[config.mk]
export PLATFORM = sky130hd
export DESIGN_NAME = operand_skew
export DESIGN_NICKNAME = d
export VERILOG_FILES = /design/src/hdl/gemm_cfg_pkg.sv /design/src/hdl/operand_skew.sv
export SDC_FILE = /design/constraint.sdc
export NUM_CORES = 1
export LEC_CHECK = 0
export ABC_AREA = 1
export BUFFER_PORTS_ARGS = -buffer_cell sky130_fd_sc_hd__buf_2
export CAP_MARGIN = 0
export CORE_MARGIN = 5
export CORE_UTILIZATION = 35
export CTS_BUF_LIST = sky130_fd_sc_hd__clkbuf_8
export CTS_CLUSTER_DIAMETER = 50
export CTS_CLUSTER_SIZE = 40
export DETAILED_ROUTE_END_ITERATION = 8
export PLACE_DENSITY = 0.58
export RECOVER_POWER = 50
export SKIP_LAST_GASP = 1
export SLEW_MARGIN = 10
export SYNTH_ARGS = -nofsm -noshare
export SYNTH_HDL_FRONTEND = slang
export SYNTH_SLANG_ARGS = --single-unit
[constraint.sdc]
create_clock -name clk -period 0.8 [get_ports clk]
set_input_delay 0.16 -clock clk [delete_from_list [all_inputs] [get_ports clk]]
set_output_delay 0.16 -clock clk [all_outputs]
set_load 0.01 [all_outputs]
[src/hdl/gemm_cfg_pkg.sv]
`default_nettype none

package gemm_cfg_pkg;

    // Array geometry.
    localparam int DIM = 4;

    // Operand and accumulator widths.
    localparam int A_W   = 16;
    localparam int B_W   = 8;
    localparam int ACC_W = 40;

    // Beat counter, wide enough for 65536 beats.
    localparam int DEPTH_W = 17;

    typedef logic signed [A_W-1:0]   a_elem_t;
    typedef logic signed [B_W-1:0]   b_elem_t;
    typedef logic signed [ACC_W-1:0] acc_t;

endpackage

`default_nettype wire

[src/hdl/operand_skew.sv]
`timescale 1ns/1ps
`default_nettype none

module operand_skew #(
    parameter type elem_t = gemm_cfg_pkg::a_elem_t
) (
    input  logic  clk,
    input  logic  rst,
    input  elem_t lanes_in  [gemm_cfg_pkg::DIM],
    output elem_t lanes_out [gemm_cfg_pkg::DIM]
);

    // Lane i is a shift line of i+1 registers.
    for (genvar i = 0; i < gemm_cfg_pkg::DIM; i++) begin : g_lane
        elem_t stage [0:i];

        always_ff @(posedge clk) begin
            if (rst) begin
                for (int s = 0; s <= i; s++) begin
                    stage[s] <= '0;
                end
            end else begin
                stage[0] <= lanes_in[i];
                for (int s = 1; s <= i; s++) begin
                    stage[s] <= stage[s-1];
                end
            end
        end

        assign lanes_out[i] = stage[i];  // Oldest sample of the lane.
    end

endmodule

`default_nettype wire

# After elaboration in Yosys (flattened, before gate mapping)

Memory sizes are Yosys's and may differ from the RTL's.
Cells that the tools add are included.

Register bits after elaboration: 0
Bits in latches: 0
Bits in writable memories: 160
Bits in read-only memories: 0
Input bits: 66
Output and inout bits: 64
Logic and storage cells: 28
Memories: 4

Add/sub/neg operators: 0
Multiply operators: 0
Divide/modulo/power cells: 0
Magnitude comparators: 0
Equality and inequality tests: 0
Shift-type cells: 0
Multiplexer cells: 14
Bitwise gates (word level): 9
Reduce and logical (&&, ||, !) cells: 1

Memory list:

| name            | words | width | read ports | clocked after memory_dff | write ports | RTL line           | RTL |
|---|---|---|---|---|---|---|---|
| g_lane[3].stage | 4     | 16    | 4          | 0                        | 4           | operand_skew.sv:15 | `elem_t stage [0:i];` |
| g_lane[2].stage | 3     | 16    | 3          | 0                        | 3           | operand_skew.sv:15 |  |
| g_lane[1].stage | 2     | 16    | 2          | 0                        | 2           | operand_skew.sv:15 |  |
| g_lane[0].stage | 1     | 16    | 1          | 0                        | 1           | operand_skew.sv:15 |  |

Operators with widths:

| operator            | count |
|---|---|
| two-way mux 16 bit  | 10 |
| OR reduction 16 bit | 1 |
| OR 1 bit            | 9 |
| two-way mux 1 bit   | 4 |

# Logic depth before layout (Yosys ltp)

Depth after elaboration: 3
Mapped depth: 4
Gate-level depth less buffers: 2

# Worst setup path after synthesis

Ideal clock, no wire load.

Kind: input -> register
Start point: in rst
End point: mem g_lane[2].stage[0][10] (netlist name)
Library setup time: 0.113 ns
Arrival: 0.645 ns
Data required time: 0.687 ns
Slack: 0.041 ns
Cell stages on the path: 4
Path buffers: 3
Cells stage by stage: buf_2 -> buf_6 -> buf_6 -> nor2_2

RTL lines:

| element     | RTL line           | RTL |
|---|---|---|
| from (decl) | operand_skew.sv:8  | `input logic rst,` |
| to (decl)   | operand_skew.sv:15 |  |

==> impl_metrics.yaml <==
power:
  leakagePower_nw: 3.34
  power_density_nw_per_um2: 2270
  ir_drop_uv: 1130
synthesis:
  ys_ff_latch: 160
  syn_inst: 530
  syn_nets: 596
  synth-seq-area-share_pct: 66.3
  synth.avg_cell_area_um2: 9.11
  synth_area_um2: 4830
  synth_warnings: 0
  synth_cell_types: 7
worst_setup_path:
  max_stage_delay_ps: 330
  crit_buf_inv: 1
  path_cells: "buf_6"
  critical_path.endpoint_type: "output pin"
  startpoint_type: "flip-flop"
  crit_fanout: 1
  cpMaxStageDelayCell: "dfxtp_2"
  critPathKind: "flip-flop to output pin"
  cp.required_ps: 640
  path_delay_family: "flip-flops"
  arrival_ps: 880
finish:
  final_cell_mix: "inv_1, nor2_1, dfxtp_1, buf_2, dlygate4sd3_1"
  layout_commonest_cell: "inv_1"
  top_register: "g_lane.stage"
  multi_input_area_um2: 626
  area_growth_syn_to_layout_pct: 38.5
  fillers: 1228
  regArea_um2: 3250
  layout-drive-gt1-share_pct: 29.7
  num-nets-final: 765
  antenna_cells: 0
  largest_register_ffs: 160
  reg_top3: "g_lane.stage: 160 flops"
global_route:
  antenna_found_initial: 0
  grt_max_degree: 54
  grt_pass1_wl_um: 13900
  grt.overflow.total: 0
  grt_use_total_pct: 10.8
  grt_pass1_vias: 3201
status:
  status: "complete, but fails checks"
  violations: "setup timing"
timing:
  hold_viol: 0
  whs_ps: 85.0
  post-route-period-util_pct: 130
  worstMarginPinSlew_ps: 243
  clock_skew_ps: 8.29
  setup_slack_ps: -238
  slew_headroom_pct: 83.8
  period_needed_ps: 1040
  finalSetupViolations: 64
  max_freq_ghz: 0.964
  maxSlewViolCount: 0
  rsz0062_at_grt: "true"
detailed_routing:
  wl_per_cell_um: 9.39
  wirelength_um: 8370
  first_pass_iters: 4
  drc: 0
  ant_nets: 0
  avgViaCountPerCell: 3.65
  vias: 3248
  drt_iter0_markers: 156
placed_design:
  pre_cts_slack_ps: -15.3
  routabilityCongestion: 0.691
  dp_hpwl_um: 5070
  port_buffers: 129
die:
  core_um2: 13700
  io_pins: 130
  dieArea_um2: 16200
  initial_core_util_pct: 35.2
  die_height_um: 127
  dieWidth_um: 127
  num_rows: 43
clocking:
  clkTransAtPathRegs_ps: 80
  cts_max_level: 4
  clock-sinks: 160
  clockBufferDepth: 2
  cts_inserted_buffers: 17
  root_buffer: "clkbuf_8"
  cts_tree: "done"
  clock_latency_ps: 440
hold_path:
  hold_class: "input pin to flip-flop"
run:
  drv_cap: 0
==> metrics by stage <==
stage	setup TNS (ps)	util (%)	area [µm²]	total power, W	std cells
4_1_cts	-17510	47.3	6490	0.0154	891
3_3_place_gp	0	39.2	5380	0.00930	796
2_1_floorplan	0	-	4830	0.00907	530
3_5_place_dp	-245	39.2	5380	0.00933	796
6_report	-14210	48.7	6690	0.0152	891
5_1_grt	-18740	48.7	6690	0.0159	891
==> worst paths after layout <==
path | slack, ps | startpoint | cells after the start | to
max | -240 | g_lane[1].stage[0][16] | 1 | lanes_out[32]
min | 80 | rst | 3 | g_lane[2].stage[0][15]
max reg2reg | 260 | g_lane[1].stage[0][4] | 2 | g_lane[1].stage[0][20]
min reg2reg | 400 | g_lane[2].stage[0][18] | 2 | g_lane[2].stage[0][34]
==> cell families (layout without fill, tap and decap cells) <==
logic type	after synthesis	after routing	share of synthesized area [%]
and+or+nand+nor	160	160	13.0
buffers and inverters	210	391	20.7
DFF	160	160	66.3
==> Yosys cell counts <==
master	number	share of area [%]
dfxtp_1	160	66
inv_1	160	12
nor2_1	150	12
buf_4	32	5.0
buf_6	11	2.6
nor2_2	10	1.3
buf_2	7	0.73
==> where the power goes <==
group          internal, W  switching [W]  leakage (nW)  total, W
combinational     0.000619       0.000474          1.80   0.00109
sequential         0.00829      0.0000922          1.33   0.00839
clock              0.00301        0.00271         0.201   0.00572
total               0.0119        0.00328          3.34    0.0152
==> timing repair <==
item	4_1_cts	5_1_grt
cloned	0	0
setup endpoints to repair	64	64
hold buffers	64	0
hold endpoints to repair	64	0
setup buffers	0	0
resized for setup	23	52
==> area by class of cell <==
| type | instances | area share, % |
|---|---|---|
| sequential | 160 | 48.6 |
| inverter | 160 | 8.98 |
| multi-input combinational | 160 | 9.36 |
| tap | 180 | 3.37 |
| clock buffer | 17 | 3.50 |
| clock inverter | 14 | 2.28 |
| timing repair buffer | 200 | 23.9 |
==> metal layers <==
| layer | vias up | global-route usage, % | part of all wire, % |
|---|---|---|---|
| met5 | - | 0 | 0 |
| met4 | 0 | 4.86 | 1.8 |
| met3 | 16 | 6.19 | 10 |
| met2 | 101 | 17.0 | 47 |
| met1 | 1401 | 11.9 | 41 |
| li1 | 1730 | - | - |
No activity file was read; power rests on OpenSTA's default activity.
