## src/hdl/gemm_cfg_pkg.sv

```systemverilog
`default_nettype none

package gemm_cfg_pkg;

    // Array geometry.
    localparam int DIM = 4;

    // Operand and accumulator widths.
    localparam int A_W   = 16;
    localparam int B_W   = 8;
    localparam int ACC_W = 40;

    // Beat counter, wide enough for 65536 beats.
    localparam int DEPTH_W = 17;

    typedef logic signed [A_W-1:0]   a_elem_t;
    typedef logic signed [B_W-1:0]   b_elem_t;
    typedef logic signed [ACC_W-1:0] acc_t;

endpackage

`default_nettype wire

```

## src/hdl/gemm_types_pkg.sv

```systemverilog
`default_nettype none

package gemm_types_pkg;

    // One A column per beat, lane 0 is array row 0.
    typedef struct packed {
        gemm_cfg_pkg::a_elem_t [gemm_cfg_pkg::DIM-1:0] lane;
    } a_vec_t;

    // One B row per beat, lane 0 is array column 0.
    typedef struct packed {
        gemm_cfg_pkg::b_elem_t [gemm_cfg_pkg::DIM-1:0] lane;
    } b_vec_t;

    // Input payload of the top level.
    typedef struct packed {
        a_vec_t a;
        b_vec_t b;
        logic   last;  // Final beat of the job.
    } beat_t;

    typedef struct packed {
        logic busy;    // Job in progress, through the done cycle.
        logic done;    // One cycle pulse, result is final.
        logic error;   // Sticky until the next job starts.
    } gemm_status_t;

endpackage

`default_nettype wire

```

## src/hdl/beat_sequencer.sv

```systemverilog
`timescale 1ns/1ps
`default_nettype none

module beat_sequencer #(
    parameter int MAX_DEPTH = 64
) (
    input  logic                         clk,
    input  logic                         rst,
    input  logic                         in_valid,
    input  gemm_types_pkg::beat_t        beat,
    output gemm_types_pkg::a_vec_t       a_feed,
    output gemm_types_pkg::b_vec_t       b_feed,
    output logic                         clear,
    output gemm_types_pkg::gemm_status_t status
);

    localparam int DRAIN_CYCLES = 2 * gemm_cfg_pkg::DIM + 1;
    localparam int DRAIN_W      = $clog2(DRAIN_CYCLES + 1);

    typedef enum logic [1:0] {
        S_IDLE,
        S_FEED,
        S_DRAIN
    } state_t;

    state_t                           state;
    logic [gemm_cfg_pkg::DEPTH_W-1:0] beat_cnt;
    logic [gemm_cfg_pkg::DEPTH_W-1:0] beat_cnt_next;
    logic [DRAIN_W-1:0]               drain_cnt;
    logic                             error_q;
    logic                             accept;
    logic                             start;
    logic                             at_depth;
    logic                             overflow;
    logic                             feed_end;
    logic                             dropped;

    assign accept        = in_valid && (state != S_DRAIN);
    assign start         = accept && (state == S_IDLE);
    assign dropped       = in_valid && (state == S_DRAIN);
    assign beat_cnt_next = start ? gemm_cfg_pkg::DEPTH_W'(1) : beat_cnt + 1'b1;
    assign at_depth      = (beat_cnt_next == gemm_cfg_pkg::DEPTH_W'(MAX_DEPTH));
    assign overflow      = accept && !beat.last && at_depth;
    assign feed_end      = accept && (beat.last || at_depth);  // Depth limit forces the end.

    always_ff @(posedge clk) begin
        if (rst) begin
            state     <= S_IDLE;
            beat_cnt  <= '0;
            drain_cnt <= '0;
            error_q   <= 1'b0;
            clear     <= 1'b0;
            a_feed    <= '0;
            b_feed    <= '0;
        end else begin
            clear  <= start;
            a_feed <= accept ? beat.a : '0;  // Idle cycles feed zeros.
            b_feed <= accept ? beat.b : '0;

            if (accept) begin
                beat_cnt <= beat_cnt_next;
            end

            if (start) begin
                error_q <= overflow;
            end else if (overflow || dropped) begin
                error_q <= 1'b1;
            end

            case (state)
                S_IDLE, S_FEED: begin
                    if (feed_end) begin
                        state     <= S_DRAIN;
                        drain_cnt <= DRAIN_W'(DRAIN_CYCLES);
                    end else if (start) begin
                        state <= S_FEED;
                    end
                end
                S_DRAIN: begin
                    drain_cnt <= drain_cnt - 1'b1;
                    if (drain_cnt == DRAIN_W'(1)) begin
                        state <= S_IDLE;
                    end
                end
                default: state <= S_IDLE;
            endcase
        end
    end

    // Done sits in the last drain cycle, when cell (DIM-1,DIM-1) is final.
    assign status = '{
        busy:  (state != S_IDLE),
        done:  (state == S_DRAIN) && (drain_cnt == DRAIN_W'(1)),
        error: error_q
    };

endmodule

`default_nettype wire

```

## config.mk

```make
export PLATFORM = sky130hd
export DESIGN_NAME = beat_sequencer
export DESIGN_NICKNAME = d
export VERILOG_FILES = /design/src/hdl/gemm_cfg_pkg.sv /design/src/hdl/gemm_types_pkg.sv /design/src/hdl/beat_sequencer.sv
export SDC_FILE = /design/constraint.sdc
export NUM_CORES = 1
export LEC_CHECK = 0
export ABC_AREA = 1
export ABC_CLOCK_PERIOD_IN_PS = 4950
export CORE_MARGIN = 3
export CORE_UTILIZATION = 28
export CTS_CLUSTER_DIAMETER = 30
export DETAILED_ROUTE_END_ITERATION = 16
export DONT_BUFFER_PORTS = 1
export SLEW_MARGIN = 15
export SYNTH_ARGS = -nofsm -noshare
export SYNTH_HDL_FRONTEND = slang
export SYNTH_SLANG_ARGS = --single-unit
```

## constraint.sdc

```tcl
create_clock -name clk -period 4.95 [get_ports clk]
set_clock_uncertainty 0.1 [all_clocks]
set_input_delay 0.99 -clock clk [delete_from_list [all_inputs] [get_ports clk]]
set_output_delay 0.99 -clock clk [all_outputs]
set_load 0.01 [all_outputs]
```

# After elaboration in Yosys (flattened, before gate mapping)
# Index checks and enable logic that the tools add are counted.
totals:
  out_inout_bits: 100
  word_cells: 51
  input_bits: 100
  reg_bits: 121
op_classes:
  n_eq_ne: 8
  bitwise_logic: 1
  reduce_logical: 18
  addsub: 2
  muxes: 9
op_table:
  columns: ["operator", "count"]
  rows:
  - ["adder 17 x 1 -> 17 bit (second input constant)", 1]
  - ["== test 17 x 7 -> 1 bit (second input constant)", 1]
  - ["2-to-1 mux 17 bit", 1]
  - ["case mux 4 bit (2 select lines)", 1]
  - ["logical AND 1 bit", 7]
  - ["2-to-1 mux 2 bit", 3]
  - ["!= test 2 bit (second input constant)", 3]
  - ["nonzero test 2 bit", 3]
  - ["== test 4 x 1 -> 1 bit (second input constant)", 1]
  - ["2-to-1 mux 4 bit", 1]
  - ["case mux 2 bit (2 select lines)", 1]
  - ["AND reduction 2 bit", 2]
  - ["OR reduction 2 bit", 2]
  - ["subtractor 4 x 1 -> 4 bit (second input constant)", 1]
  - ["!= test 3 bit (second input constant)", 1]
  - ["== test 2 x 1 -> 1 bit (second input constant)", 1]
  - ["== test 2 bit (second input constant)", 1]
  - ["logical NOT 2 bit", 1]
  - ["logical OR 1 bit", 2]
  - ["2-to-1 mux 1 bit", 2]
  - ["logical NOT 1 bit", 1]
  - ["inverter 1 bit", 1]

# Longest topological paths before layout
logic_depth:
  ltp_word: 9
  ltp_mapped: 16
  depth_no_buf: 16

# Worst setup path after synthesis
# OpenSTA, ideal clock, no wires.
synth_timing:
  kind: "input port to flip-flop"
  startpoint: "input rst"
  endpoint: "register a_feed[10] in the netlist's numbering"
  required_time_ns: 4.723
  setup_slack_ns: 2.659
  t_arrival_ns: 2.065
  cell_stages: 6
  cell_sequence: "clkbuf_1 > inv_1 > nand2_1 > buf_2 > buf_1 > nor2_1"
synth_via:
  elab_chain_len: 1
synth_rtl:
  columns: ["item", "line", "source"]
  rows:
  - ["from (decl)", "beat_sequencer.sv:8", "input logic rst,"]
  - ["OR reduction 2 bit (no line)", null, null]
  - ["to (signal assigned)", "beat_sequencer.sv:57", "a_feed <= accept ? beat.a : '0;"]
  - ["to (decl)", "beat_sequencer.sv:11", "output gemm_types_pkg::a_vec_t a_feed,"]
# Every way passes these cells.
# A chain may end at the register's enable or synchronous reset.

==> flow_metrics.env <==
export IMPL_cp_start_kind="flop"
export IMPL_hold_viol_final=0
export IMPL_cts_num_sinks=121
export IMPL_power_density_nw_per_um2=480
export IMPL_hpwl_um=6900
export IMPL_synth_top_area_share=0.574
export IMPL_post_cts_buffers=0
export IMPL_pwr_share_clk=0.501
export IMPL_clk_path_buf_depth=2
export IMPL_coreArea_um2=14600
export IMPL_p_comb_frac=0.050
export IMPL_globalplace_congestion=0.830
export IMPL_htreeDepth=4
export IMPL_antenna_left=0
export IMPL_r2r_start="state[1]"
export IMPL_crit_path_start="state[1]"
export IMPL_first_iter_violations=161
export IMPL_die_h_um=129
export IMPL_report_final_slew_viol_count=0
export IMPL_finalSetupViolations=0
export IMPL_cts_buffers=17
export IMPL_wire_per_inst_um=13.0
export IMPL_worst_pin_slew_ps=598
export IMPL_track_usage=0.114
export IMPL_slew_headroom=0.601
export IMPL_yosysTopAreaCell="dfxtp_1"
export IMPL_leakagePower_nw=2.41
export IMPL_met3_length_um=669
export IMPL_ys_ff_latch=121
export IMPL_post_route_drc_count=0
export IMPL_insertion_delay_ps=400
export IMPL_fin_crit_ps=2760
export IMPL_p_seq_frac=0.449
export IMPL_tritoncts="done"
export IMPL_hp_start="beat_cnt[1]"
export IMPL_routed_wl_um=9490
export IMPL_chipWidth_um=129
export IMPL_yosys_top_cells_area="dfxtp_1, inv_1, nor2_1"
export IMPL_synth_avg_cell_area_um2=7.93
export IMPL_grt_pass1_wl_um=14600
export IMPL_cap_violations=0
export IMPL_swShare=0.233
export IMPL_wl_met2_um=4840
export IMPL_p_int_w=0.00183
export IMPL_port_buffers=0
export IMPL_die_area_um2=16600
export IMPL_routed_top_layer="met4"
export IMPL_power_w=0.00239
export IMPL_required_ps=3860
export IMPL_firstDrtPassIters=4
export IMPL_critPathMaxFanout=6
export IMPL_worst_setup_path_type="flop to primary output"
export IMPL_crit_path_end_kind="primary output"
export IMPL_yosysUniqueCellTypes=27
export IMPL_postSynthCellCount=532
export IMPL_post_cts_resized=0
export IMPL_seq_area_frac_synth=0.574
export IMPL_grt_overflow_total=0
export IMPL_grt_pass1_vias=2991
export IMPL_fp_row_count=44
export IMPL_initial_core_util=0.288
export IMPL_status="finished clean"
export IMPL_synthArstFlopShare=0
export IMPL_synth_edf_count=0
export IMPL_drive_gt1_frac=0.102
export IMPL_antenna_cells=0
export IMPL_peakVddDrop_mv=0.243
export IMPL_area_growth_pct=18.0
export IMPL_grt_max_degree=56
export IMPL_synthFlopType="dfxtp_1"
export IMPL_cp_arrival_ps=1670
export IMPL_vias_per_cell=4.23
export IMPL_final_cell_count_no_fill=732
export IMPL_post_route_period_util=0.558
export IMPL_antenna_found_initial=0
export IMPL_path_clk_slew_ps=50
export IMPL_fmax_mhz=362
export IMPL_io_pins=200
export IMPL_syn_nets=635
export IMPL_hp_class="flop to flop"
export IMPL_layout_nets=639
export IMPL_finish_utilization=0.340
export IMPL_syn_cell_area_um2=4220
export IMPL_preCtsSetupSlack_ps=2280
export IMPL_p_sw_w=0.000557
export IMPL_dr_total_vias=3097
export IMPL_rsz0062_at_grt="false"
export IMPL_dp_cells=701
export IMPL_yosys_warnings=0
export IMPL_tns_ps=0
export IMPL_wl_met1_um=3830
export IMPL_cts_hold_buf=0
export IMPL_setup_ws_ps=2190
export IMPL_root_buffer="clkbuf_16"
[per-layer routing]
layer  up-vias  global-route usage
met5         -                   0
met4         0              0.0544
met1      1370               0.125
met3        10              0.0535
met2       136               0.186
li1       1581                   -
[per-stage QoR]
step	hold WS (ps)	area, um2
CTS	395	4980
floorplan	371	4220
finish	395	4980
global placement	384	4400
detailed placement	387	4400
global route	432	4980
[cell usage after synthesis, types with 4 or more instances]
master and instances:
nor2_2 7, nand3_1 31, inv_1 122, clkbuf_1 7, a21oi_1 22, nand2_1 46
nand2_2 6, buf_1 5, o21ai_0 14, buf_2 4, o21bai_1 5, dfxtp_1 121
nor2_1 119
[worst max-delay path, stage by stage (launching register included)]
cell and delay, ps:
dfxtp_1 300, inv_1 100, nor2_1 390, inv_1 210, nor2_1 270
[kinds of logic after synthesis]
group	Yosys count	share of synthesized area
simple gates	221	0.230
buf+inv	142	0.128
flops	121	0.574
compound gates	44	0.0564
fa+ha+maj	3	0.00890
xor+xnor	1	0.00208
[final timing paths]
kind            endpoint  cells after the start  slack (ps)
max            status[1]                      4        2190
max reg2reg   b_feed[24]                      7        2590
min          beat_cnt[1]                      2         400
min reg2reg  beat_cnt[1]                      2         400
[state kept, by name, summed over array words and instances, names as in the netlist]
register and flops:
error_q 1, clear 1, beat_cnt 17, b_feed 32, drain_cnt 4, state 2
a_feed 64
[power by group through the flow]
| stage | Clock, W | Combinational [W] | Sequential (W) |
|---|---|---|---|
| floorplan | 0 | 0.0000998 | 0.00108 |
| global placement | 0 | 0.000118 | 0.00109 |
| detailed placement | 0 | 0.000119 | 0.00109 |
| CTS | 0.00123 | 0.000120 | 0.00107 |
| global route | 0.00127 | 0.000140 | 0.00108 |
| finish | 0.00120 | 0.000118 | 0.00107 |
[final cells by class]
class,instances,area (um2)
fillers,1533,9670
flip-flops and latches,121,2420
multi-input cells,269,1260
inverters,125,469
clock buffers,21,460
well taps,184,230
clock inverters,10,118
repair buffers,2,15.0
[placed cells by master, fill, tap and decap left out]
cell type and instances:
nor2_1 118, nand3_2 3, o21bai_1 5, clkinvlp_4 1, dfxtp_1 121, o31ai_1 1, nand2_1 45, clkbuf_8 2
o21ai_1 1, nand2_2 6, buf_4 2, clkbuf_16 17, nand3b_1 1, nand3_1 31, clkinv_1 1, nor2_4 3
nand4_1 3, o21ai_0 14, nand3_4 1, inv_1 122, a21oi_1 22, inv_2 2, clkinv_2 3, clkinv_4 1
inv_6 3, nand2_4 1, clkbuf_1 2, bufinv_16 2, xor2_1 1, ha_1 3, or2_2 1, o211ai_1 1
nor2_2 8
No activity file was read; power rests on OpenSTA's default activity.
